==> config.mk <==
export PLATFORM = sky130hd
export DESIGN_NAME = lsu_port
export DESIGN_NICKNAME = d
export VERILOG_FILES = /design/src/rtl/fetch_pkg.sv /design/src/rtl/lsu_port.sv
export VERILOG_INCLUDE_DIRS = /design/src /design/src/rtl
export SDC_FILE = /design/constraint.sdc
export NUM_CORES = 1
export LEC_CHECK = 0
export BUFFER_PORTS_ARGS = -buffer_cell sky130_fd_sc_hd__buf_2
export CORE_MARGIN = 2
export CORE_UTILIZATION = 44
export CTS_CLUSTER_DIAMETER = 60
export DETAILED_ROUTE_END_ITERATION = 10
export GPL_TIMING_DRIVEN = 0
export PLACE_DENSITY = 0.89
export SLEW_MARGIN = 15
export SYNTH_ARGS = -nofsm -noshare
export SYNTH_HDL_FRONTEND = slang
export SYNTH_SLANG_ARGS = --single-unit
==> constraint.sdc <==
create_clock -name clk -period 3.35 [get_ports clk]
set_input_delay 0.335 -clock clk [delete_from_list [all_inputs] [get_ports clk]]
set_output_delay 0.335 -clock clk [all_outputs]
set_load 0.02 [all_outputs]
==> src/rtl/fetch_cfg.svh <==
// fetch system configuration
// widths, memory shape, wait states and the reset fetch address

`ifndef FETCH_CFG_SVH
`define FETCH_CFG_SVH

// address / pc width
`define ADDR_W 32

// bus data and instruction width
`define DATA_W 32

// memory depth in words, index taken from addr[9:2]
`define MEM_WORDS 256

// cycles between first valid and ready, must be at least 1
`define MEM_WAIT 2

// first fetch address after reset
`define PC_START 32'h0000_0000

// word i holds i times this value after power-up
`define MEM_INIT_MUL 32'h9E37_79B1

`endif
==> src/rtl/fetch_pkg.sv <==
// fetch system types
// vector types for addresses and words, plus the FSM state encodings

`include "fetch_cfg.svh"

package fetch_pkg;

  // one address or pc
  typedef logic [`ADDR_W-1:0] addr_t;

  // one data word or instruction
  typedef logic [`DATA_W-1:0] word_t;

  // fetch bus sequencer
  typedef enum logic [1:0] {
    IDLE,
    ADDR,
    RETN
  } fetch_state_t;

  // memory bus ownership
  typedef enum logic [1:0] {
    FREE,
    GRANT_FETCH,
    GRANT_DATA
  } arb_state_t;

  // memory wait sequencing
  typedef enum logic {
    WAIT,
    DONE
  } mem_state_t;

endpackage

==> src/rtl/lsu_port.sv <==
// load/store bus requester
// takes one request pulse, runs it over the shared bus and
// returns a done pulse with the read word

`timescale 1ns/1ps

module lsu_port (
  input  logic             clk,
  input  logic             rst,
  input  logic             data_req,
  input  logic             data_we,
  input  fetch_pkg::addr_t data_addr,
  input  fetch_pkg::word_t data_wdata,
  output logic             data_busy,
  output logic             data_done,
  output fetch_pkg::word_t data_rdata,
  output logic             bus_valid,
  input  logic             bus_ready,
  output fetch_pkg::addr_t bus_addr,
  output logic             bus_we,
  output fetch_pkg::word_t bus_wdata,
  input  fetch_pkg::word_t bus_rdata
);
  import fetch_pkg::*;

  logic busy;
  logic accept;
  logic handshake;

  // requests during a pending access are dropped
  assign accept    = data_req && !busy;
  assign handshake = busy && bus_ready;

  // busy and valid share one register, both end at the handshake
  assign bus_valid = busy;
  assign data_busy = busy;

  always_ff @(posedge clk) begin
    if (rst) begin
      busy      <= 1'b0;
      data_done <= 1'b0;
    end else begin
      data_done <= handshake;
      if (accept) begin
        busy <= 1'b1;
      end else if (handshake) begin
        busy <= 1'b0;
      end
    end
  end

  // request fields held steady for the bus
  always_ff @(posedge clk) begin
    if (accept) begin
      bus_addr  <= data_addr;
      bus_we    <= data_we;
      bus_wdata <= data_wdata;
    end
    if (handshake) begin
      data_rdata <= bus_rdata;
    end
  end

  // done comes one cycle after the handshake, with the bus already idle
  a_done_after_hs: assert property (@(posedge clk) disable iff (rst)
    handshake |=> data_done && !bus_valid);

endmodule

==> impl_results.md <==
- Unique masters post-synth: 8
- Residual DRC count: 0
- CP required: 3.34 ns
- Final nets: 417
- Rows: 30
- Worst-path fanout max: 65
- Pwr per Cell Area: 559 nW/um^2
- Fin. max-slew vios: 0
- Crit Path Category: register to register
- Reg2reg end: bus_wdata[30]$_DFFE_PP_
- Final Non-Filler Cells: 401
- Num Clock Sinks: 99
- Worst VDD drop: around 0.00045 V
- TNS Setup: 0 ns
- CP top delay family: simple AND/OR/NAND/NOR gates
- DR WL/cell: 17.1 um
- Antenna Nets Post-Route: 0
- Synthesized instance count: 105
- Root Buffer: clkbuf_8
- Vias in the first global route: 1,931
- Worst min-delay path class: input port to register
- Clk pin slew, worst setup/hold paths: 0.10 ns
- Buffers on Ports: 200
- Mapped Nets: a little over 200
- CTS tree: done
- CP endpoint kind: register
- Antenna violations before repair: 0
- WP buf/inv: 0
- Die H: 86.6 um
- CP max-delay cell: and2b_4
- All-Layer GR Usage: 18.3%
- Synth top area share: 96.9%
- Via count of the routed design: 1,838
- Post-Route Utilization: 63.9%
- Outcome: finished, final reports clean
- Grt total ovfl: 0
- Max-cap violations: 0
- Hold Buf Count CTS: 0
- R2R Setup Slk: 1.68 ns
- Detailed Place HPWL: 5230 um
- Largest net degree at the start of global routing: 66
- Dpl cells: 385
- H-tree lvl count: 3
- Post-CTS setup buffers: 0
- WL final: 6840 um
- Yosys top cell by area: edfxtp_1
- Initial drt markers: 51
- Syn avg cell area: roughly 29 um^2
- Syn Std Cell Area: 3010 um^2
- Commonest non-fill, non-tap cells in the layout: buf_2 (200), edfxtp_1 (97), clkbuf_8 (9)
- Worst Hold Path EP: data_rdata[10]$_DFFE_PP_
- Min Tclk post-route: 1.67 ns
- Slew margin rel.: about 37%
- Fillers: 487
- Final GP Congestion: 0.771
- RSZ-0062 raised after global routing: no
- Hold Path Stages: 1
- # setup viols final: 0
- Crit share post-route: 49.9%
- Drt via density: 4.58
- Pre-antenna DRT Iters: 4
- Worst-Skew Late Latency: 0.36 ns
- Layout Skew: 0.0111 ns
- R2R cell count: 1
- # IOs: 201
- Hold Fails Final Rpt: 0
- Synthesis Warnings: 0
- Worst EP arrival: 1.66 ns
- Hold Crit Start: bus_rdata[10]
- Initial cell density of the core: 44.7%
- P_leak: 0.00184 uW
- Worst Tran Pin Value: 0.946 ns
- PostCTS Resize Cnt: 0
- Chip Width: 86.6 um
- Sequence of cells on the critical path: and2b_4
- Antenna diode count: 0
- Slowest stage delay, CP: 0.90 ns
- Peak Freq: 0.598 GHz
- Core area: 6720 um^2
- Top cells by area, synth: edfxtp_1 (97%), dfxtp_1 (1.3%), nor2b_4 (0.46%), nor3_2 (0.33%), and2_4 (0.29%)
- Commonest non-fill, non-tap cell in the layout: buf_2
- Max Buffers Root-to-Sink: 2
- R2R Path Start: bus_valid$_SDFFE_PP0P_
- Critical Path Source Type: register
- Yosys reg bits: 99
- Die area: 7510 um^2
- Seq/Total Area, Yosys: 98.3%
- TritonCTS buffer count: 9
- First-pass GRT wire length: 9600 um
- Area growth syn-to-layout: 42.8%
- Layout cells sized above 1: 68.5%
[registers in the layout (all words and copies together), names as in the netlist]
| register | flops |
|---|---|
| data_rdata | 32 |
| bus_wdata | 32 |
| bus_addr | 32 |
| data_done | 1 |
| bus_valid | 1 |
| bus_we | 1 |
[final cells by class]
| type | instances | area [um^2] | share of cell area (%) |
|---|---|---|---|
| well taps | 80 | 100 | 2.33 |
| clock buffers | 10 | 128 | 2.97 |
| multi-input cells | 5 | 46.3 | 1.08 |
| clock inverters | 6 | 57.6 | 1.34 |
| plain buffers | 1 | 7.51 | 0.175 |
| flip-flops and latches | 99 | 2950 | 68.8 |
| repair buffers | 200 | 1000 | 23.3 |
[cell families (layout without fill, tap and decap cells)]
family                 Yosys count  after routing  share of synthesized area (%)
flip-flops                      99             99                           98.3
AND/OR/NAND/NOR                  5              5                           1.50
buffers and inverters            1            217                          0.250
[routing by layer]
metal  share of wire, %  track usage (%)  vias up  routed length [um]
met5                  0                0        -                   0
met4                1.9             7.53        0                 128
met3                9.8             9.43       14                 673
met2                 57             33.6      104                3900
met1                 31             16.8      877                2140
li1                   -                -      843                   -
[synth_stat cells]
master / count
nor2b_4: 1
and2b_2: 1
nor3_2: 1
edfxtp_1: 97
and2_4: 1
dfxtp_1: 2
nor2_1: 1
buf_4: 1
[where the power goes]
group          switching [uW]  internal, uW
clock                     420           289
sequential               16.3          1440
combinational             150          84.8
total                     587          1810
[metrics by stage]
stage               hold slack [ns]  total power, uW  instance area (um^2)  worst slack (ns)
detailed placement            0.513             1720                  4110              1.67
global route                  0.109             2490                  4290              1.60
CTS                           0.120             2430                  4290              1.66
floorplan                     0.399             1590                  3010              1.61
finish                        0.139             2400                  4290              1.68
global placement              0.511             1710                  4110              1.44
[how the worst max path moves through the flow]
stage                     cells after the start              startpoint                       to  slack [ns]
after floorplan                               1  bus_valid$_SDFFE_PP0P_    bus_addr[0]$_DFFE_PP_        1.61
after global placement                        1  bus_valid$_SDFFE_PP0P_   bus_addr[25]$_DFFE_PP_        1.44
after detailed placement                      1  bus_valid$_SDFFE_PP0P_  bus_wdata[17]$_DFFE_PP_        1.67
after CTS                                     1  bus_valid$_SDFFE_PP0P_  bus_wdata[20]$_DFFE_PP_        1.66
after global routing                          1  bus_valid$_SDFFE_PP0P_  bus_wdata[29]$_DFFE_PP_        1.60
final                                         1  bus_valid$_SDFFE_PP0P_  bus_wdata[30]$_DFFE_PP_        1.68
Power figures use the tool's default switching activity.
