<file path="src/rtl/fetch_cfg.svh">
// fetch system configuration
// widths, memory shape, wait states and the reset fetch address

`ifndef FETCH_CFG_SVH
`define FETCH_CFG_SVH

// address / pc width
`define ADDR_W 32

// bus data and instruction width
`define DATA_W 32

// memory depth in words, index taken from addr[9:2]
`define MEM_WORDS 256

// cycles between first valid and ready, must be at least 1
`define MEM_WAIT 2

// first fetch address after reset
`define PC_START 32'h0000_0000

// word i holds i times this value after power-up
`define MEM_INIT_MUL 32'h9E37_79B1

`endif
</file>
<file path="src/rtl/fetch_pkg.sv">
// fetch system types
// vector types for addresses and words, plus the FSM state encodings

`include "fetch_cfg.svh"

package fetch_pkg;

  // one address or pc
  typedef logic [`ADDR_W-1:0] addr_t;

  // one data word or instruction
  typedef logic [`DATA_W-1:0] word_t;

  // fetch bus sequencer
  typedef enum logic [1:0] {
    IDLE,
    ADDR,
    RETN
  } fetch_state_t;

  // memory bus ownership
  typedef enum logic [1:0] {
    FREE,
    GRANT_FETCH,
    GRANT_DATA
  } arb_state_t;

  // memory wait sequencing
  typedef enum logic {
    WAIT,
    DONE
  } mem_state_t;

endpackage

</file>
<file path="src/rtl/bus_arbiter.sv">
// two-requester memory bus arbiter
// data side wins when both ask from FREE, the grant is locked until
// the owner's handshake, then the bus is free again the next cycle

`timescale 1ns/1ps

module bus_arbiter (
  input  logic             clk,
  input  logic             rst,
  // fetch side
  input  logic             f_valid,
  output logic             f_ready,
  input  fetch_pkg::addr_t f_addr,
  output fetch_pkg::word_t f_rdata,
  // data side
  input  logic             d_valid,
  output logic             d_ready,
  input  fetch_pkg::addr_t d_addr,
  input  logic             d_we,
  input  fetch_pkg::word_t d_wdata,
  output fetch_pkg::word_t d_rdata,
  // memory side
  output logic             m_valid,
  input  logic             m_ready,
  output fetch_pkg::addr_t m_addr,
  output logic             m_we,
  output fetch_pkg::word_t m_wdata,
  input  fetch_pkg::word_t m_rdata
);
  import fetch_pkg::*;

  arb_state_t state;
  arb_state_t state_nxt;
  logic       own_data;
  logic       own_fetch;

  // owner this cycle, picked live in FREE
  always_comb begin
    own_data  = 1'b0;
    own_fetch = 1'b0;
    case (state)
      FREE: begin
        own_data  = d_valid;
        own_fetch = !d_valid && f_valid;
      end
      GRANT_DATA:  own_data = 1'b1;
      GRANT_FETCH: own_fetch = 1'b1;
      default:     own_data = 1'b0;
    endcase
  end

  assign d_ready = own_data && m_ready;
  assign f_ready = own_fetch && m_ready;

  always_comb begin
    state_nxt = state;
    case (state)
      FREE: begin
        if (own_data) begin
          state_nxt = d_ready ? FREE : GRANT_DATA;
        end else if (own_fetch) begin
          state_nxt = f_ready ? FREE : GRANT_FETCH;
        end
      end
      GRANT_DATA:  if (d_ready) state_nxt = FREE;
      GRANT_FETCH: if (f_ready) state_nxt = FREE;
      default:     state_nxt = FREE;
    endcase
  end

  always_ff @(posedge clk) begin
    if (rst) begin
      state <= FREE;
    end else begin
      state <= state_nxt;
    end
  end

  // memory side mux, fetch never writes
  assign m_valid = own_data ? d_valid : (own_fetch && f_valid);
  assign m_addr  = own_data ? d_addr : f_addr;
  assign m_we    = own_data && d_we;
  assign m_wdata = d_wdata;

  // each side only looks at rdata after its own handshake
  assign f_rdata = m_rdata;
  assign d_rdata = m_rdata;

  a_one_ready: assert property (@(posedge clk) disable iff (rst)
    !(f_ready && d_ready));

  // owner keeps its request up and steady until ready
  a_valid_held: assert property (@(posedge clk) disable iff (rst)
    (m_valid && !m_ready) |=> m_valid && $stable(m_addr) && $stable(m_we));

endmodule

</file>
<file path="config.mk">
export PLATFORM = sky130hd
export DESIGN_NAME = bus_arbiter
export DESIGN_NICKNAME = d
export VERILOG_FILES = /design/src/rtl/fetch_pkg.sv /design/src/rtl/bus_arbiter.sv
export VERILOG_INCLUDE_DIRS = /design/src /design/src/rtl
export SDC_FILE = /design/constraint.sdc
export NUM_CORES = 1
export LEC_CHECK = 0
export BUFFER_PORTS_ARGS = -buffer_cell sky130_fd_sc_hd__buf_2
export CAP_MARGIN = 15
export CORE_AREA = 2 2 103 105
export CTS_BUF_LIST = sky130_fd_sc_hd__clkbuf_2
export DETAILED_ROUTE_END_ITERATION = 10
export DIE_AREA = 0 0 105 107
export PLACE_DENSITY = 0.47
export SLEW_MARGIN = 20
export SYNTH_ARGS = -nofsm -noshare
export SYNTH_HDL_FRONTEND = slang
export SYNTH_SLANG_ARGS = --single-unit
</file>
<file path="constraint.sdc">
create_clock -name clk -period 2.1 [get_ports clk]
set_input_delay 0.63 -clock clk [delete_from_list [all_inputs] [get_ports clk]]
set_output_delay 0.63 -clock clk [all_outputs]
set_load 0.02 [all_outputs]
</file>
==> reports/metrics.yaml, run 1 <==
timing:
  setup_tns_ps: -3200
  period_minus_slack_ps: 2230
  clock_skew_ps: 1.06
  setup_viol: 32
  max_slew_margin_pct: 79.7
  timing.final.crit_share_pct: 106
  drv_slew: 0
  rsz0062_at_grt: "true"
  tightestPinTransition_ps: 297
  timing.fmax_mhz: 449
  hold_viol_final: 0
  fin_ws_ps: -128
setup_path:
  cp_top_family: "buffers and inverters"
  reg2reg_to: "state[1]"
  rrSetupSlack_ps: 1150
  end_kind: "primary output"
  start_kind: "input port"
  cp_slowest_cell: "mux2_4"
  cp_cell_sequence: "buf_8 > o21bai_4 > buf_6 > mux2_4 > buf_2"
  critPathBufInv: 3
  reg2reg_depth: 3
  crit_type: "input port to primary output"
  r2r_start: "state[1]"
  cp-endpoint: "m_addr[27]"
  crit_cells: 5
  crit_start: "d_valid"
  arrival_ps: 1600
  cp.required_ps: 1470
  cp_slowest_stage_delay_ps: 320
  cp_max_fo: 12
floorplan:
  rows: 37
  die_y_um: 107
  initial_core_util_pct: 13.3
  coreArea_mm2: 0.0101
  die-area_mm2: 0.0112
  io_pins: 266
  die_w_um: 105
logic_synthesis:
  muxShareOfSynthArea_pct: 34.3
  async_flop_share_pct: 0
  synth_seq_cells: 2
  yosysUniqueCellTypes: 13
  synth_flop_cell: "dfxtp_1"
  synth_xor_area_share_pct: 0
  synth-compound-area-share_pct: 3.26
  yosys_warnings: 0
  syn_area_mm2: 0.00135
  synth_top_area_share_pct: 53.6
  synth_nets: 279
  syn_inst: 145
  yosys-top-cells-area: "buf_4, mux2_4, mux2_2, buf_8, dfxtp_1"
  synth.top_cells.by_count: "buf_4, mux2_4, mux2_2"
  yosysSeqAreaShare_pct: 2.98
  synth_edf_count: 0
  synth_adder_area_share_pct: 0
  synth_top_family_by_area: "buffers and inverters"
  synth_area_leader_cell: "buf_4"
  syn_avg_cell_area_um2: 9.28
  synthSimpleGateAreaFrac_pct: 1.40
  synth.most_common_cell: "buf_4"
route:
  drt_iter0_drc: 20
  viasPerCell: 3.06
  drc: 0
  wl_per_cell_um: 11.3
  ant_nets: 0
  dr_total_vias: 899
  drt-total-wl_um: 3320
  drt-pass1-iter-count: 3
final_layout:
  final_nets: 294
  top_register: "state"
  largest_reg_flops: 2
  n_fill_cell: 1187
  area_growth_pct: 5.67
  layout-drive-gt1-share_pct: 93.0
  antenna_cells: 0
  top_regs: "state: 2 flops"
pwr:
  leakagePower_nw: 0.786
  power_mw: 0.497
  vdd_ir_drop_max_mv: 0.0832
  power_density_mw_per_mm2: 349
global_routing:
  gr-usage-all-layers_pct: 5.25
  antenna_found_initial: 0
  grt_pass1_vias: 976
  grt_max_degree: 13
  grt_overflow_total: 0
  grt_pass1_wl_um: 4700
status:
  violations: "setup timing"
  status: "complete, but fails checks"
cts:
  cts_setup_buffers: 0
  cts_max_level: 1
  insertion_delay_ps: 190
  path_clk_slew_ps: 30
  clk_path_buf_depth: 2
  clkSinkCount: 2
  cts_hold_buf: 0
  cts_tree: "yes"
  cts_buffers: 3
  cts-root-buf: "clkbuf_2"
place:
  globalplace.congestion: 0.583
  io_buffers: 105
worst_hold_path:
  hold_path.class: "flop to flop"
flow_run:
  drv_cap: 0
==> worst min path at each step <==
stage                   from  depth (start not counted)  endpoint  slack (ps)
global placement    state[0]                          2  state[0]         510
global route        state[1]                          1  state[0]         590
floorplan           state[0]                          2  state[0]         480
finish              state[0]                          2  state[0]         560
CTS                 state[1]                          1  state[0]         550
detailed placement  state[0]                          2  state[0]         520
==> layout by cell type (no fill, tap or decap) <==
| master | n |
|---|---|
| mux2_4 | 32 |
| clkbuf_2 | 3 |
| buf_6 | 8 |
| a2111oi_0 | 1 |
| a211oi_2 | 1 |
| buf_12 | 1 |
| buf_2 | 97 |
| o21bai_4 | 1 |
| buf_8 | 1 |
| nor3_1 | 1 |
| inv_1 | 4 |
| nor2_1 | 2 |
| dfxtp_1 | 2 |
| nand2b_4 | 1 |
| a22o_1 | 1 |
| buf_4 | 2 |
==> repair_timing <==
| action | 4_1_cts | 5_1_grt |
|---|---|---|
| resized for setup | 20 | 5 |
| pin swaps | 1 | 0 |
| setup endpoints to repair | 33 | 32 |
==> cell families after synthesis <==
| group | after synthesis |
|---|---|
| compound gates | 4 |
| simple gates | 4 |
| flops | 2 |
| buf+inv | 103 |
| mux | 32 |
==> worst register-to-register path: cells and delay by family, from the launching register on <==
family	cells	cell delay [ps]
AOI/OAI and AO/OA	1	220
buffers and inverters	1	210
DFF	1	350
and+or+nand+nor	1	60
==> per-layer routing <==
metal	GRT usage [%]	wire length, um
met5	0	0
met4	2.76	92
met3	3.22	573
met2	9.97	1700
met1	4.12	955
==> layout make-up <==
cell class,count,area [um2],area share (%)
repair buffers,109,626,44.0
multi-input cells,40,556,39.1
well taps,136,170,12.0
flip-flops and latches,2,40.0,2.82
clock buffers,3,15.0,1.06
inverters,4,15.0,1.06
==> report_power, final <==
group,switching (mW),internal [mW],total [mW]
clock,0.0221,0.0378,0.0599
combinational,0.182,0.213,0.395
sequential,0.00200,0.0400,0.0420
total,0.206,0.290,0.497
==> through the flow <==
stage	utilization (%)	setup slack (ps)	std cells	cell area, um2	hold WS (ps)
5_1_grt	14.1	-164	294	1420	593
3_3_place_gp	13.1	-187	291	1320	512
2_1_floorplan	-	66.4	145	1350	483
6_report	14.1	-128	294	1420	559
3_5_place_dp	13.1	-203	291	1320	521
4_1_cts	13.9	-139	294	1400	552
(Power assumes the default switching activity.)
==> run 2, diff against run 1 <==
==> constraint.sdc (replaced) <==
create_clock -name clk -period 2.2 [get_ports clk]
set_input_delay 0.66 -clock clk [delete_from_list [all_inputs] [get_ports clk]]
set_output_delay 0.66 -clock clk [all_outputs]
set_load 0.02 [all_outputs]
==> reports/metrics.yaml, run 2 (synthesized netlist as in run 1, its figures left out) <==
status:
  status: "complete, but fails checks"
  violations: "setup timing"
timing:
  fin_ws_ps: -88.1  # +40.0 ps
  hold_viol_final: 0  # unchanged
  tightestPinTransition_ps: 296  # -0.412 ps
  timing.final.crit_share_pct: 104
  timing.fmax_mhz: 437
  clock_skew_ps: 1.01  # -0.0530 ps
  drv_slew: 0  # unchanged
  rsz0062_at_grt: "true"
  period_minus_slack_ps: 2290
  max_slew_margin_pct: 79.7  # about the same
  setup_viol: 32  # unchanged
global_routing:
  grt_pass1_wl_um: 4660  # -0.72%
  gr-usage-all-layers_pct: 5.23  # -0.026 points
  grt_overflow_total: 0  # unchanged
  antenna_found_initial: 0  # unchanged
  grt_max_degree: 13  # unchanged
  grt_pass1_vias: 971  # -0.51%
setup_path:
  start_kind: "input port"
  critPathBufInv: 3  # unchanged
  cp_max_fo: 12  # unchanged
  end_kind: "primary output"
  cp_slowest_stage_delay_ps: 320  # about the same
  cp_top_family: "buffers and inverters"
  cp_slowest_cell: "mux2_4"
  cp.required_ps: 1540  # +70 ps
  crit_type: "input port to primary output"
  arrival_ps: 1630  # +30 ps
  cp_cell_sequence: "buf_8 > o21bai_4 > buf_6 > mux2_4 > buf_2"
final_layout:
  final_nets: 294  # unchanged
  postLayoutCellArea_mm2: 0.00141  # -0.53%
  area_growth_pct: 5.12
  largest_reg_flops: 2  # unchanged
  top_register: "state"
  utilization_pct: 14.0  # -0.074 points
  layout-drive-gt1-share_pct: 92.4  # -0.63 points
  layout_commonest_cell: "buf_2"
  antenna_cells: 0  # unchanged
  top_regs: "state: 2 flops"
  final_cell_mix: "buf_2, mux2_4, buf_6"
cts:
  clk_path_buf_depth: 2  # unchanged
  cts_buffers: 3  # unchanged
  cts-root-buf: "clkbuf_2"
  insertion_delay_ps: 190  # about the same
  clkSinkCount: 2  # unchanged
  cts_max_level: 1  # unchanged
  path_clk_slew_ps: 30  # about the same
  cts_hold_buf: 0  # unchanged
  cts_tree: "yes"
pwr:
  power_density_mw_per_mm2: 334  # -4.4%
  leakagePower_nw: 0.780  # -0.74%
  vdd_ir_drop_max_mv: 0.0785  # -5.6%
route:
  highest_layer: "met4"
  drc: 0  # unchanged
  dr_total_vias: 897  # -0.22%
  drt-met1-wl_um: 949  # -0.63%
  ant_nets: 0  # unchanged
  wl_per_cell_um: 11.2  # -0.66%
  drt-total-wl_um: 3300  # -0.66%
  viasPerCell: 3.05  # -0.22%
  drt_iter0_drc: 20  # unchanged
  routed-wl-met3_um: 573  # unchanged
  drt-pass1-iter-count: 3  # unchanged
  dr_wl_met2_um: 1690  # -1.0%
place:
  place_area_mm2: 0.00132  # unchanged
  globalplace.congestion: 0.583  # unchanged
  io_buffers: 105  # unchanged
floorplan:
  rows: 37  # unchanged
  coreArea_mm2: 0.0101  # unchanged
  die_w_um: 105  # unchanged
  die-area_mm2: 0.0112  # unchanged
  io_pins: 266  # unchanged
  initial_core_util_pct: 13.3  # unchanged
  die_y_um: 107  # unchanged
worst_hold_path:
  hold_path.class: "flop to flop"
flow_run:
  drv_cap: 0  # unchanged
==> run 2: cell counts in the layout (fill, tap and decap cells not counted) <==
Identical to the previous run, type by type.
==> run 2: what timing repair did <==
| action | in CTS | in global routing |
|---|---|---|
| pin swaps | 1 | 0 |
| resized for setup | 19 | 5 |
| endpoints found under the setup margin | 33 | 32 |
| buffers inserted | 0 | 0 |
==> run 2: worst min-delay path, stage by stage (launching register included) <==
cell	delay, ps
dfxtp_1	300
inv_1	100
a2111oi_0	90
==> run 2: routing by layer <==
layer  global-route usage [%]  vias up
met5                        0        -
met4                     2.76        0
met3                     3.22       21
met2                     9.88       86
met1                     4.12      389
li1                         -      401
==> run 2: area by class of cell <==
type | count | area [um2]
tap | 136 | 170
timing repair buffer | 109 | 626
clock buffer | 3 | 15.0
fill | 1188 | 8680
inverter | 4 | 15.0
multi-input combinational | 40 | 548
sequential | 2 | 40.0
==> run 2: path summary, 6_finish.rpt <==
check | startpoint | end | slack [ps] | cells past startpoint
max | d_valid | m_addr[27] | -90 | 5
min | state[0] | state[0] | 550 | 2
max reg2reg | state[1] | state[1] | 1250 | 3
min reg2reg | state[0] | state[0] | 550 | 2
==> run 2: metrics by stage <==
| stage | setup TNS, ps | total power, mW | instances | hold WS (ps) | setup slack (ps) |
|---|---|---|---|---|---|
| 2_1_floorplan | 0 | 0.516 | 145 | 483 | 106 |
| 3_3_place_gp | -3520 | 0.390 | 291 | 512 | -147 |
| 3_5_place_dp | -3890 | 0.394 | 291 | 521 | -163 |
| 4_1_cts | -2370 | 0.478 | 294 | 552 | -98.7 |
| 5_1_grt | -3070 | 0.505 | 294 | 593 | -124 |
| 6_report | -1920 | 0.472 | 294 | 554 | -88.1 |
==> run 2: where the power goes <==
part / internal, mW / leakage, nW / switching (mW)
combinational: 0.202 / 0.751 / 0.173
sequential: 0.0382 / 0.0164 / 0.00189
clock: 0.0361 / 0.0125 / 0.0211
