**config.mk**
```make
export PLATFORM = sky130hd
export DESIGN_NAME = if_stage
export DESIGN_NICKNAME = d
export VERILOG_FILES = /design/src/rtl/fetch_pkg.sv /design/src/rtl/if_stage.sv
export VERILOG_INCLUDE_DIRS = /design/src /design/src/rtl
export SDC_FILE = /design/constraint.sdc
export NUM_CORES = 1
export LEC_CHECK = 0
export BUFFER_PORTS_ARGS = -buffer_cell sky130_fd_sc_hd__buf_2
export CAP_MARGIN = 15
export CORE_MARGIN = 2
export CORE_UTILIZATION = 30
export CTS_BUF_LIST = sky130_fd_sc_hd__clkbuf_8
export DETAILED_ROUTE_END_ITERATION = 8
export MAX_ROUTING_LAYER = met4
export PLACE_DENSITY = 0.55
export SETUP_SLACK_MARGIN = 0.5
export SYNTH_ARGS = -nofsm -noshare
export SYNTH_HDL_FRONTEND = slang
export SYNTH_SLANG_ARGS = --single-unit
```
**constraint.sdc**
```tcl
create_clock -name clk -period 14.2 [get_ports clk]
set_input_delay 2.13 -clock clk [delete_from_list [all_inputs] [get_ports clk]]
set_output_delay 2.13 -clock clk [all_outputs]
set_load 0.005 [all_outputs]
```
**src/rtl/fetch_cfg.svh**
```systemverilog
// fetch system configuration
// widths, memory shape, wait states and the reset fetch address

`ifndef FETCH_CFG_SVH
`define FETCH_CFG_SVH

// address / pc width
`define ADDR_W 32

// bus data and instruction width
`define DATA_W 32

// memory depth in words, index taken from addr[9:2]
`define MEM_WORDS 256

// cycles between first valid and ready, must be at least 1
`define MEM_WAIT 2

// first fetch address after reset
`define PC_START 32'h0000_0000

// word i holds i times this value after power-up
`define MEM_INIT_MUL 32'h9E37_79B1

`endif
```
**src/rtl/fetch_pkg.sv**
```systemverilog
// fetch system types
// vector types for addresses and words, plus the FSM state encodings

`include "fetch_cfg.svh"

package fetch_pkg;

  // one address or pc
  typedef logic [`ADDR_W-1:0] addr_t;

  // one data word or instruction
  typedef logic [`DATA_W-1:0] word_t;

  // fetch bus sequencer
  typedef enum logic [1:0] {
    IDLE,
    ADDR,
    RETN
  } fetch_state_t;

  // memory bus ownership
  typedef enum logic [1:0] {
    FREE,
    GRANT_FETCH,
    GRANT_DATA
  } arb_state_t;

  // memory wait sequencing
  typedef enum logic {
    WAIT,
    DONE
  } mem_state_t;

endpackage

```
**src/rtl/if_stage.sv**
```systemverilog
// instruction fetch stage
// picks the next pc (exception > branch/jump > pc+4), runs the
// idle/addr/return bus sequencer and holds one fetched word toward decode

`timescale 1ns/1ps
`include "fetch_cfg.svh"

module if_stage (
  input  logic             clk,
  input  logic             rst,
  input  logic             refresh,
  input  logic             id_allowin,
  input  fetch_pkg::addr_t bj_pc,
  input  logic             bj_ena,
  input  logic             bj_stall,
  input  logic             excp_jmp_ena,
  input  fetch_pkg::addr_t excp_pc,
  output logic             if_to_id_valid,
  output fetch_pkg::word_t if_inst,
  output fetch_pkg::addr_t if_pc,
  output logic             bus_valid,
  input  logic             bus_ready,
  output fetch_pkg::addr_t bus_addr,
  input  fetch_pkg::word_t bus_rdata
);
  import fetch_pkg::*;

  fetch_state_t state;
  fetch_state_t state_nxt;

  // pc of the request in flight, or of the last one issued
  addr_t fetch_pc;
  addr_t next_pc;
  word_t ret_inst;
  logic  if_valid;
  logic  handshake;
  logic  launch;
  logic  stage_allowin;
  logic  stage_load;

  // redirects only count in a cycle that launches a request
  assign next_pc = excp_jmp_ena ? excp_pc :
                   bj_ena       ? bj_pc   :
                   fetch_pc + addr_t'(4);

  assign bus_valid = (state == ADDR);
  assign bus_addr  = fetch_pc;
  assign handshake = bus_valid && bus_ready;

  // decode side register
  assign if_to_id_valid = if_valid && !refresh;
  assign stage_allowin  = !if_valid || (if_to_id_valid && id_allowin);

  // word leaves RETN only when the stage has room and no stall holds it
  assign stage_load = (state == RETN) && stage_allowin && !bj_stall;
  assign launch     = ((state == IDLE) && !bj_stall) || stage_load;

  always_comb begin
    state_nxt = state;
    case (state)
      IDLE:    if (!bj_stall) state_nxt = ADDR;
      ADDR:    if (handshake) state_nxt = RETN;
      RETN:    if (stage_load) state_nxt = ADDR;
      default: state_nxt = IDLE;
    endcase
  end

  always_ff @(posedge clk) begin
    if (rst) begin
      state    <= IDLE;
      fetch_pc <= addr_t'(`PC_START - 32'd4);
    end else begin
      state <= state_nxt;
      if (launch) begin
        fetch_pc <= next_pc;
      end
    end
  end

  // memory may move on to the other requester, so keep our word
  always_ff @(posedge clk) begin
    if (handshake) begin
      ret_inst <= bus_rdata;
    end
  end

  always_ff @(posedge clk) begin
    if (rst) begin
      if_valid <= 1'b0;
    end else if (stage_load) begin
      if_valid <= 1'b1;
    end else if (if_to_id_valid && id_allowin) begin
      if_valid <= 1'b0;
    end
  end

  always_ff @(posedge clk) begin
    if (stage_load) begin
      if_pc   <= fetch_pc;
      if_inst <= ret_inst;
    end
  end

  // a ready from the arbiter is only meant for a request in ADDR
  a_ready_needs_req: assert property (@(posedge clk) disable iff (rst)
    bus_ready |-> bus_valid);

endmodule

```
==> flow_metrics.py, run 1 <==
metrics = {
    "clock_tree": {
        "cts_buffer_depth": 2,
        "numCtsBuffers": 17,
        "insertion_delay_ns": 0.45,
        "clk_pin_slew_ns": 0.07,
        "post-cts-setup-buffers": 0,
        "cts_tree": "done",
        "cts_resized": 0,
        "cts_hold_buf": 0,
        "htreeDepth": 4,
        "cts.sinks": 131,
        "cts-root-buf": "clkbuf_8",
    },
    "critical_path": {
        "startpoint_type": "input pin",
        "cp-startpoint": "refresh",
        "slowest_delay_ns": 0.11,
        "critPathMostFrequentCell": "buf_2",
        "crit_path_end_kind": "output pin",
        "reg2reg_from": "state[0]",
        "worst_path_max_delay_cell": "buf_2",
        "crit_type": "input pin to output pin",
        "path_cells": "buf_2, nor2b_1, buf_2",
        "worst-r2r-cell-count": 4,
        "required_ns": 12.07,
        "path_max_fanout": 3,
        "critPathArrivalTime_ns": 2.44,
    },
    "finish": {
        "utilization": 0.4055,
        "fill_cells": 1685,
        "area_delta_synth_final_pct": 31.87,
        "nets": 732,
        "postLayoutCellArea_mm2": 0.007014,
        "finalNonFillerCells": 867,
        "drive_gt1_frac": 0.3875,
    },
    "synth": {
        "ys_ff_latch": 131,
        "yosysWarnings": 0,
        "syn_area_per_cell_um2": 12.49,
        "yosysUniqueCellTypes": 53,
        "ys_seq_area_frac": 0.6737,
        "synth_fp_nets": 531,
        "synth_area_mm2": 0.005319,
        "synth_flop_cell": "edfxtp_1",
        "async_reset_ff_frac": 0,
        "synth-edff-count": 96,
        "synth_cells": 426,
    },
    "sta": {
        "whs_ns": 0.4160,
        "fin_skew_ns": 0.01169,
        "grt_setup_unrepaired": "false",
        "setup_viol": 0,
        "drv_slew": 0,
        "relSlewSlack": 0.5205,
        "min_period_over_period": 0.3218,
        "setup_slack_ns": 9.631,
        "tightestPinTransition_ns": 0.7192,
        "max_freq_ghz": 0.2189,
        "period_needed_ns": 4.569,
        "setup_tns_ns": 0,
        "hold_viol": 0,
    },
    "global_route": {
        "grt_usage": 0.1724,
        "grt_overflow_total": 0,
        "antenna_found_initial": 1,
        "grt_pass1_wl_mm": 23.54,
        "grt_pass1_vias": 4331,
        "grt_max_degree": 49,
    },
    "routing": {
        "num_vias": 4360,
        "vias_per_cell": 5.029,
        "ant_nets": 0,
        "wl_per_cell_um": 17.88,
        "first_pass_iters": 5,
        "drt_wl_total_mm": 15.50,
        "remaining_drc_errors": 0,
        "drt_iter0_markers": 328,
    },
    "placement": {
        "dpl.hpwl_mm": 11.06,
        "gp_congestion": 0.8444,
        "numPlacedInstances": 833,
        "dpl-instance-area_mm2": 0.006569,
        "numPortBuffers": 201,
        "pre_cts_slack_ns": 9.630,
    },
    "floorplanning": {
        "initial_utilization": 0.3075,
        "coreArea_mm2": 0.01730,
        "dieArea_mm2": 0.01881,
        "ios": 202,
        "die_x_um": 137.2,
        "num_rows": 48,
        "die_h_um": 137.2,
    },
    "power_and_ir_drop": {
        "power.total_mw": 0.9053,
        "seq_power_share": 0.495,
        "ir_drop_v": 0.00007126,
        "clkPwrFrac": 0.383,
        "power.switching_mw": 0.2385,
        "p_per_area_mw_per_mm2": 129.1,
        "p_sw_frac": 0.2634,
        "combinationalPowerShare": 0.122,
        "p_int_mw": 0.6668,
        "leakage_nw": 2.732,
    },
    "worst_hold_path": {
        "min_from": "ret_inst[1]",
        "hold_depth": 0,
        "hold_path.class": "flop to flop",
    },
    "flow_run": {
        "cap_violations": 0,
    },
    "run_status": {
        "status": "finished clean",
    },
}
-- power groups by stage --
stage / registers [mW] / clock network, mW / logic (mW)
3_5_place_dp: 0.457 / 0 / 0.110
4_1_cts: 0.448 / 0.356 / 0.111
5_1_grt: 0.451 / 0.371 / 0.122
6_report: 0.448 / 0.347 / 0.110
3_3_place_gp: 0.456 / 0 / 0.109
2_1_floorplan: 0.452 / 0 / 0.0634
-- final timing paths --
kind | endpoint | slack [ns]
worst min register to register | if_inst[1] | 0.42
worst max register to register | if_pc[15] | 11.77
worst min-delay path | if_inst[1] | 0.42
worst max-delay path | if_to_id_valid | 9.63
-- per-layer routing --
layer  part of all wire  vias up  global-route usage
li1                   -     2078                   -
met1               0.43     2051              0.2113
met2               0.46      215              0.2698
met3              0.091       16             0.05185
met4              0.014        0             0.06243
met5                  0        -                   -
-- placed cells by master (no fill, tap or decap), drive strengths merged, types with 2 or more instances in the layout --
master / n
a22oi: 10
a211o: 2
o31ai: 5
a21o: 5
o21ai: 31
a211oi: 8
a221oi: 4
diode: 2
buf: 207
edfxtp: 96
clkinv: 6
nor3: 9
nor2b: 5
nor4: 7
dfxtp: 35
a221o: 10
clkbuf: 17
or3: 4
nand2: 25
o22ai: 4
nand2b: 2
and3: 8
o211ai: 4
o21a: 5
a21oi: 34
nand3: 19
mux2i: 2
nor2: 28
o31a: 3
inv: 12
or4: 2
bufinv: 4
nand4: 9
-- cell families (layout without fill, tap and decap cells) --
group           Yosys count  in the layout  share of synthesized area
compound gates          134            134                     0.1670
flops                   131            131                     0.6737
simple gates            124            124                     0.1270
buf+inv                  33            247                    0.02399
mux                       3              3                   0.005881
fa+ha+maj                 1              1                   0.002352
other cells               0              2                          0
-- synth_stat cells (2+ instances only) --
| master | instances | area share |
|---|---|---|
| o211ai_1 | 4 | 0.0056 |
| mux2i_1 | 2 | 0.0038 |
| a221o_1 | 10 | 0.019 |
| or4_1 | 2 | 0.0028 |
| nand4_1 | 9 | 0.011 |
| a221oi_1 | 4 | 0.0066 |
| clkbuf_1 | 20 | 0.014 |
| o31ai_1 | 5 | 0.0071 |
| a22oi_1 | 10 | 0.014 |
| nand3_1 | 18 | 0.017 |
| dfxtp_1 | 35 | 0.13 |
| o21ai_0 | 30 | 0.028 |
| buf_1 | 2 | 0.0014 |
| nor3_1 | 9 | 0.0085 |
| nand2b_1 | 2 | 0.0024 |
| o31a_1 | 3 | 0.0049 |
| nor4_2 | 2 | 0.0047 |
| or3_1 | 4 | 0.0047 |
| a21oi_1 | 34 | 0.032 |
| a211o_1 | 2 | 0.0033 |
| inv_1 | 8 | 0.0056 |
| nor4_1 | 3 | 0.0035 |
| nor4_4 | 2 | 0.0080 |
| nor2b_1 | 5 | 0.0059 |
| o21a_1 | 5 | 0.0071 |
| and3_1 | 8 | 0.0094 |
| o22ai_1 | 4 | 0.0047 |
| nand2_1 | 25 | 0.018 |
| nor2_1 | 28 | 0.020 |
| buf_2 | 2 | 0.0019 |
| a21o_1 | 5 | 0.0071 |
| edfxtp_1 | 96 | 0.54 |
| a211oi_1 | 8 | 0.011 |
-- state kept, by name, summed over array words and instances, names as in the netlist --
signal	cells
bus_addr	32
if_inst	32
state	2
if_valid	1
ret_inst	32
if_pc	32
-- worst max-delay path: cells and delay by family --
kind | cells | cell delay [ns]
simple gates | 1 | 0.09
buf+inv | 2 | 0.22
-- final cells by class --
class                      instances  area, um2  area share
sequential                       131       3583      0.5109
multi-input combinational        262       1623      0.2314
timing repair buffer             207       1051      0.1498
tap                              225      281.5     0.04014
clock buffer                      17      234.0     0.03336
clock inverter                    15      206.4     0.02943
inverter                           8      30.03    0.004281
antenna                            2      5.005   0.0007135
No activity file was read; power rests on OpenSTA's default activity.
==> run 2: changes to the inputs <==
Settings changed: ABC_AREA from default to 1, PLACE_DENSITY 0.55 to 0.54.
Clock period 14.2 ns to 4.8 ns, I/O delays scaled along.
==> run 2 against run 1 <==
Via count rose by 14%; register-to-register slack got worse by 9.3 ns; clock power rose to 3.0 times the previous value; first-iteration DRC count fell by 26%; synthesized cell count rose by 54%; power rose to 3.1 times the previous value; worst hold slack got worse by 0.0035 ns; area after synthesis rose by 10%; flip-flop and latch count did not move.
==> flow_metrics.py, run 2 <==
metrics = {
    "critical_path": {
        "worst-r2r-cell-count": 4,
        "required_ns": 4.90,
        "crit_type": "input pin to flop",
        "startpoint_type": "input pin",
        "path_max_fanout": 30,
        "crit_path_end_kind": "flop",
        "critPathArrivalTime_ns": 2.53,
    },
    "routing": {
        "top_layer": "met4",
        "ant_nets": 0,
        "remaining_drc_errors": 0,
        "num_vias": 4951,
        "met3_length_mm": 1.119,
        "drt_iter0_markers": 243,
        "vias_per_cell": 4.343,
        "route.met2.wl_mm": 7.917,
        "wl_per_cell_um": 14.84,
        "m1WireLength_mm": 7.737,
        "first_pass_iters": 4,
        "drt_wl_total_mm": 16.92,
    },
    "finish": {
        "regArea_mm2": 0.003583,
        "finalNonFillerCells": 1140,
        "postLayoutCellArea_mm2": 0.007594,
        "nets": 965,
        "area_delta_synth_final_pct": 29.68,
        "final_common_cell": "nand2_1",
        "layout_common_cells": "nand2_1 (228), buf_2 (201), edfxtp_1 (96)",
        "multi_input_area_mm2": 0.001904,
        "drive_gt1_frac": 0.2990,
        "fill_cells": 1988,
    },
    "synth": {
        "synth-edff-count": 96,
        "ys_top_cells_by_area": "edfxtp_1 (49%), nand2_1 (15%), dfxtp_1 (12%), nand3_1 (7.2%), inv_1 (4.6%)",
        "async_reset_ff_frac": 0,
        "muxShareOfSynthArea": 0,
        "synth_xor_area_frac": 0.007479,
        "yosysWarnings": 0,
        "synth_fa_ha_area_frac": 0.002137,
        "synth_cells": 655,
        "synth_top_area_cell": "edfxtp_1",
        "synth_area_mm2": 0.005856,
        "synth_flop_cell": "edfxtp_1",
        "ys_seq_area_frac": 0.6120,
        "synth_fp_nets": 760,
        "yosysUniqueCellTypes": 24,
        "syn_area_per_cell_um2": 8.940,
        "yosys.area_share.simple": 0.2739,
        "ys_ff_latch": 131,
        "yosysTopAreaCellShare": 0.4923,
        "synthMostInstantiatedCell": "nand2_1",
        "synth_top_family_by_area": "simple AND/OR/NAND/NOR gates",
        "synth_compound_area_frac": 0.04081,
        "synth_common_cells": "nand2_1 (228), edfxtp_1 (96), nand3_1 (84), inv_1 (71), nor2_1 (45)",
    },
    "floorplanning": {
        "num_rows": 51,
        "coreArea_mm2": 0.01933,
        "initial_utilization": 0.3029,
        "die_h_um": 143.7,
        "ios": 202,
        "die_x_um": 143.7,
        "dieArea_mm2": 0.02065,
    },
    "sta": {
        "tightestPinTransition_ns": 1.081,
        "setup_tns_ns": 0,
        "whs_ns": 0.4125,
        "fin_skew_ns": 0.009571,
        "setup_viol": 0,
        "grt_setup_unrepaired": "false",
        "drv_slew": 0,
        "relSlewSlack": 0.2787,
        "period_needed_ns": 2.435,
        "min_period_over_period": 0.5073,
        "max_freq_ghz": 0.4107,
        "hold_viol": 0,
    },
    "clock_tree": {
        "cts_hold_buf": 0,
        "htreeDepth": 4,
        "insertion_delay_ns": 0.44,
        "post-cts-setup-buffers": 0,
        "cts.sinks": 131,
        "cts_resized": 0,
        "cts_buffer_depth": 2,
        "numCtsBuffers": 17,
        "clk_pin_slew_ns": 0.08,
        "cts_tree": "done",
        "cts-root-buf": "clkbuf_8",
    },
    "flow_run": {
        "cap_violations": 0,
    },
    "power_and_ir_drop": {
        "power.switching_mw": 0.8243,
        "ir_drop_v": 0.0001569,
        "combinationalPowerShare": 0.160,
        "p_sw_frac": 0.2905,
        "power.total_mw": 2.837,
        "leakage_nw": 3.618,
        "p_int_mw": 2.013,
        "seq_power_share": 0.474,
        "p_per_area_mw_per_mm2": 373.6,
        "clkPwrFrac": 0.367,
    },
    "worst_hold_path": {
        "hold_depth": 0,
        "hold_path.class": "flop to flop",
    },
    "global_route": {
        "antenna_found_initial": 1,
        "grt_overflow_total": 0,
        "grt_usage": 0.1726,
        "grt_pass1_vias": 4631,
        "grt_max_degree": 56,
        "grt_pass1_wl_mm": 25.74,
    },
    "placement": {
        "dpl-instance-area_mm2": 0.007152,
        "dpl.hpwl_mm": 12.59,
        "gp_congestion": 0.8422,
        "numPortBuffers": 201,
        "numPlacedInstances": 1106,
    },
    "run_status": {
        "status": "finished clean",
    },
}
-- run 2: changes by cell type after synthesis, sizes merged, moves of 10 or more --
cell    delta
a221o     -10
nand2    +210
nand3     +65
clkbuf    -11
nor2      +29
a22oi     -10
inv       +64
a21oi     -27
-- run 2: critical path, stage by stage --
cell     delay [ns]
buf_2          0.10
inv_1          0.04
nand2_1        0.06
nand2_1        0.09
nand4_1        0.45
inv_2          0.61
buf_4          0.45
-- run 2: logic make-up after synthesis --
logic type      count (synthesis)
compound gates                 42
buf+inv                        95
simple gates                  381
fa+ha+maj                       1
xor+xnor                        5
flops                         131
-- run 2: power by group through the flow --
stage | Clock, mW | Combinational, mW | Sequential, mW
finish | 1.04 | 0.453 | 1.34
global route | 1.11 | 0.523 | 1.35
CTS | 1.08 | 0.459 | 1.35
detailed placement | 0 | 0.457 | 1.37
global placement | 0 | 0.455 | 1.37
floorplan | 0 | 0.287 | 1.35
-- run 2: layer usage --
metal | vias to the layer above | track usage
met2 | 184 | 0.2704
met5 | - | -
met4 | 0 | 0.04799
li1 | 2554 | -
met1 | 2197 | 0.2245
met3 | 16 | 0.04099
-- run 2: metrics by stage --
| step | setup WS [ns] | util |
|---|---|---|
| global placement | 1.959 | 0.3699 |
| floorplan | 1.332 | - |
| finish | 2.365 | 0.3927 |
| detailed placement | 1.855 | 0.3699 |
| CTS | 2.375 | 0.3925 |
| global route | 2.074 | 0.3926 |
-- run 2: final timing paths --
kind / from / to / slack (ns)
worst max-delay path: refresh / if_inst[7] / 2.36
worst min-delay path: ret_inst[15] / if_inst[15] / 0.41
worst max register to register: state[0] / if_inst[7] / 2.49
worst min register to register: ret_inst[15] / if_inst[15] / 0.41
-- run 2: area by class of cell --
class | instances | share of cell area
repair buffers | 208 | 0.1394
diodes | 2 | 0.0006591
clock buffers | 17 | 0.03081
multi-input cells | 429 | 0.2508
well taps | 265 | 0.04366
clock inverters | 15 | 0.02669
inverters | 73 | 0.03609
flip-flops and latches | 131 | 0.4719
==> run 3: changes to the inputs <==
Settings changed: ABC_AREA 1 to 0, PLACE_DENSITY 0.54 to 0.55.
Clock period 4.8 ns to 2.3 ns, I/O delays scaled along.
==> run 3 against run 2 <==
Combinational power rose by 96%; sequential power rose by 110%; power rose by 97%; global-route usage rose by 0.15 points; largest cell class unchanged; design area fell by 1.9%; flip-flop and latch count did not move; clock power rose by 86%; first-iteration DRC count rose by 5.8%; via count fell by 9.3%.
==> flow_metrics.py, run 3 (synthesis gave the netlist of run 1 again) <==
metrics = {
    "run_status": {
        "status": "finished clean",
    },
    "sta": {
        "grt_setup_unrepaired": "true",
        "setup_tns_ns": 0,
        "relSlewSlack": 0.5033,
        "fin_skew_ns": 0.009989,
        "setup_slack_ns": 0.5208,
        "drv_slew": 0,
        "max_freq_ghz": 0.5620,
        "tightestPinTransition_ns": 0.7451,
        "hold_viol": 0,
        "period_needed_ns": 1.779,
        "setup_viol": 0,
        "min_period_over_period": 0.7736,
    },
    "power_and_ir_drop": {
        "p_int_mw": 4.023,
        "p_per_area_mw_per_mm2": 748.5,
        "leakage_nw": 2.922,
        "seq_power_share": 0.495,
        "ir_drop_v": 0.0004120,
        "clkPwrFrac": 0.346,
        "combinationalPowerShare": 0.159,
        "power.switching_mw": 1.553,
        "power.total_mw": 5.576,
        "p_sw_frac": 0.2785,
    },
    "finish": {
        "layout_common_cells": "buf_2 (201), edfxtp_1 (96), buf_4 (38)",
        "utilization": 0.4307,
        "num_antenna_cells": 0,
        "drive_gt1_frac": 0.4711,
        "area_delta_synth_final_pct": 40.06,
        "nets": 767,
        "postLayoutCellArea_mm2": 0.007450,
        "final_common_cell": "buf_2",
    },
    "routing": {
        "drt_iter0_markers": 257,
        "num_vias": 4492,
        "wl_per_cell_um": 17.84,
        "drt_wl_total_mm": 16.05,
        "ant_nets": 0,
        "first_pass_iters": 4,
        "vias_per_cell": 4.991,
        "remaining_drc_errors": 0,
    },
    "placement": {
        "gp_congestion": 0.8706,
        "pre_cts_slack_ns": 0.2317,
        "dpl.hpwl_mm": 11.45,
        "numPortBuffers": 201,
        "dpl-instance-area_mm2": 0.006731,
    },
    "global_route": {
        "grt_overflow_total": 0,
        "grt_pass1_vias": 4282,
        "grt_usage": 0.1742,
        "antenna_found_initial": 0,
        "grt_pass1_wl_mm": 23.61,
        "grt_max_degree": 36,
    },
    "critical_path": {
        "crit_end": "bus_addr[28]",
        "crit_path_end_kind": "flop",
        "cp-startpoint": "bus_addr[3]",
        "required_ns": 2.64,
        "critPathArrivalTime_ns": 2.12,
        "reg2reg_from": "bus_addr[3]",
        "worst-r2r-cell-count": 6,
        "rrSetupSlack_ns": 0.52,
        "r2r-end": "bus_addr[28]",
        "crit_type": "flop to flop",
        "startpoint_type": "flop",
        "path_max_fanout": 6,
    },
    "floorplanning": {
        "num_rows": 48,
        "die_h_um": 137.2,
        "initial_utilization": 0.3075,
        "dieArea_mm2": 0.01881,
        "coreArea_mm2": 0.01730,
        "die_x_um": 137.2,
        "ios": 202,
    },
    "clock_tree": {
        "htreeDepth": 4,
        "clk_pin_slew_ns": 0.08,
        "numCtsBuffers": 17,
        "cts-root-buf": "clkbuf_8",
        "cts_tree": "done",
        "insertion_delay_ns": 0.45,
        "cts_buffer_depth": 2,
        "cts_hold_buf": 0,
        "cts.sinks": 131,
    },
    "worst_hold_path": {
        "hold_path.class": "input pin to flop",
    },
    "flow_run": {
        "cap_violations": 0,
    },
}
## run 3: cell types whose count changed in the layout (fill, tap and decap cells not counted), moves of 12 or more
cell	before	now
nand2_1	228	23
nand3_1	84	12
inv_1	71	9
buf_4	7	38
a21oi_1	7	33
nor2_1	45	25
dfxtp_1	35	16
dfxtp_4	0	12
## run 3: through the flow
stage,cells,hold slack (ns)
after detailed placement,849,0.4045
after global placement,849,0.4012
after floorplan,426,0.4003
after CTS,886,0.03259
after global routing,900,0.03323
final,900,0.06831
## run 3: worst min-delay path by stage
stage / start / to / slack, ns / cells past startpoint
after global placement: ret_inst[12] / if_inst[12] / 0.40 / 0
after floorplan: ret_inst[0] / if_inst[0] / 0.40 / 0
after global routing: bus_rdata[11] / ret_inst[11] / 0.03 / 1
after CTS: bus_rdata[11] / ret_inst[11] / 0.03 / 1
final: bus_rdata[11] / ret_inst[11] / 0.07 / 1
after detailed placement: ret_inst[12] / if_inst[12] / 0.40 / 0
## run 3: final cells by class
cell class              count  area (um2)
well taps                 225       281.5
flip-flops and latches    131        3637
repair buffers            242        1343
clock buffers              17       234.0
inverters                   8       30.03
multi-input cells         262        1765
clock inverters            15       158.9
fillers                  1641        9847
## run 3: metal layers
layer	part of all wire	GRT usage	vias to the layer above
met2	0.46	0.2667	224
met3	0.079	0.04407	26
met5	0	-	-
met4	0.018	0.06300	0
met1	0.44	0.2237	2096
li1	-	-	2146
## run 3: power by group through the flow
stage	sequential, mW	clock [mW]	combinational [mW]
2_1_floorplan	2.79	0	0.395
3_3_place_gp	2.80	0	0.747
3_5_place_dp	2.80	0	0.753
4_1_cts	2.76	2.00	0.812
5_1_grt	2.77	2.10	0.969
6_report	2.76	1.93	0.888
## run 3: what timing repair did
| action | 4_1_cts | 5_1_grt |
|---|---|---|
| pin swaps | 4 | 17 |
| buffers inserted | 5 | 14 |
| gates resized for setup | 31 | 24 |
| setup endpoints to repair | 20 | 17 |
## run 3: critical path: stages (launching register included)
cell	delay, ns
dfxtp_4	0.39
ha_4	0.16
nand3_4	0.12
nor4_4	0.40
nand4_1	0.21
o21a_1	0.22
o22a_1	0.18
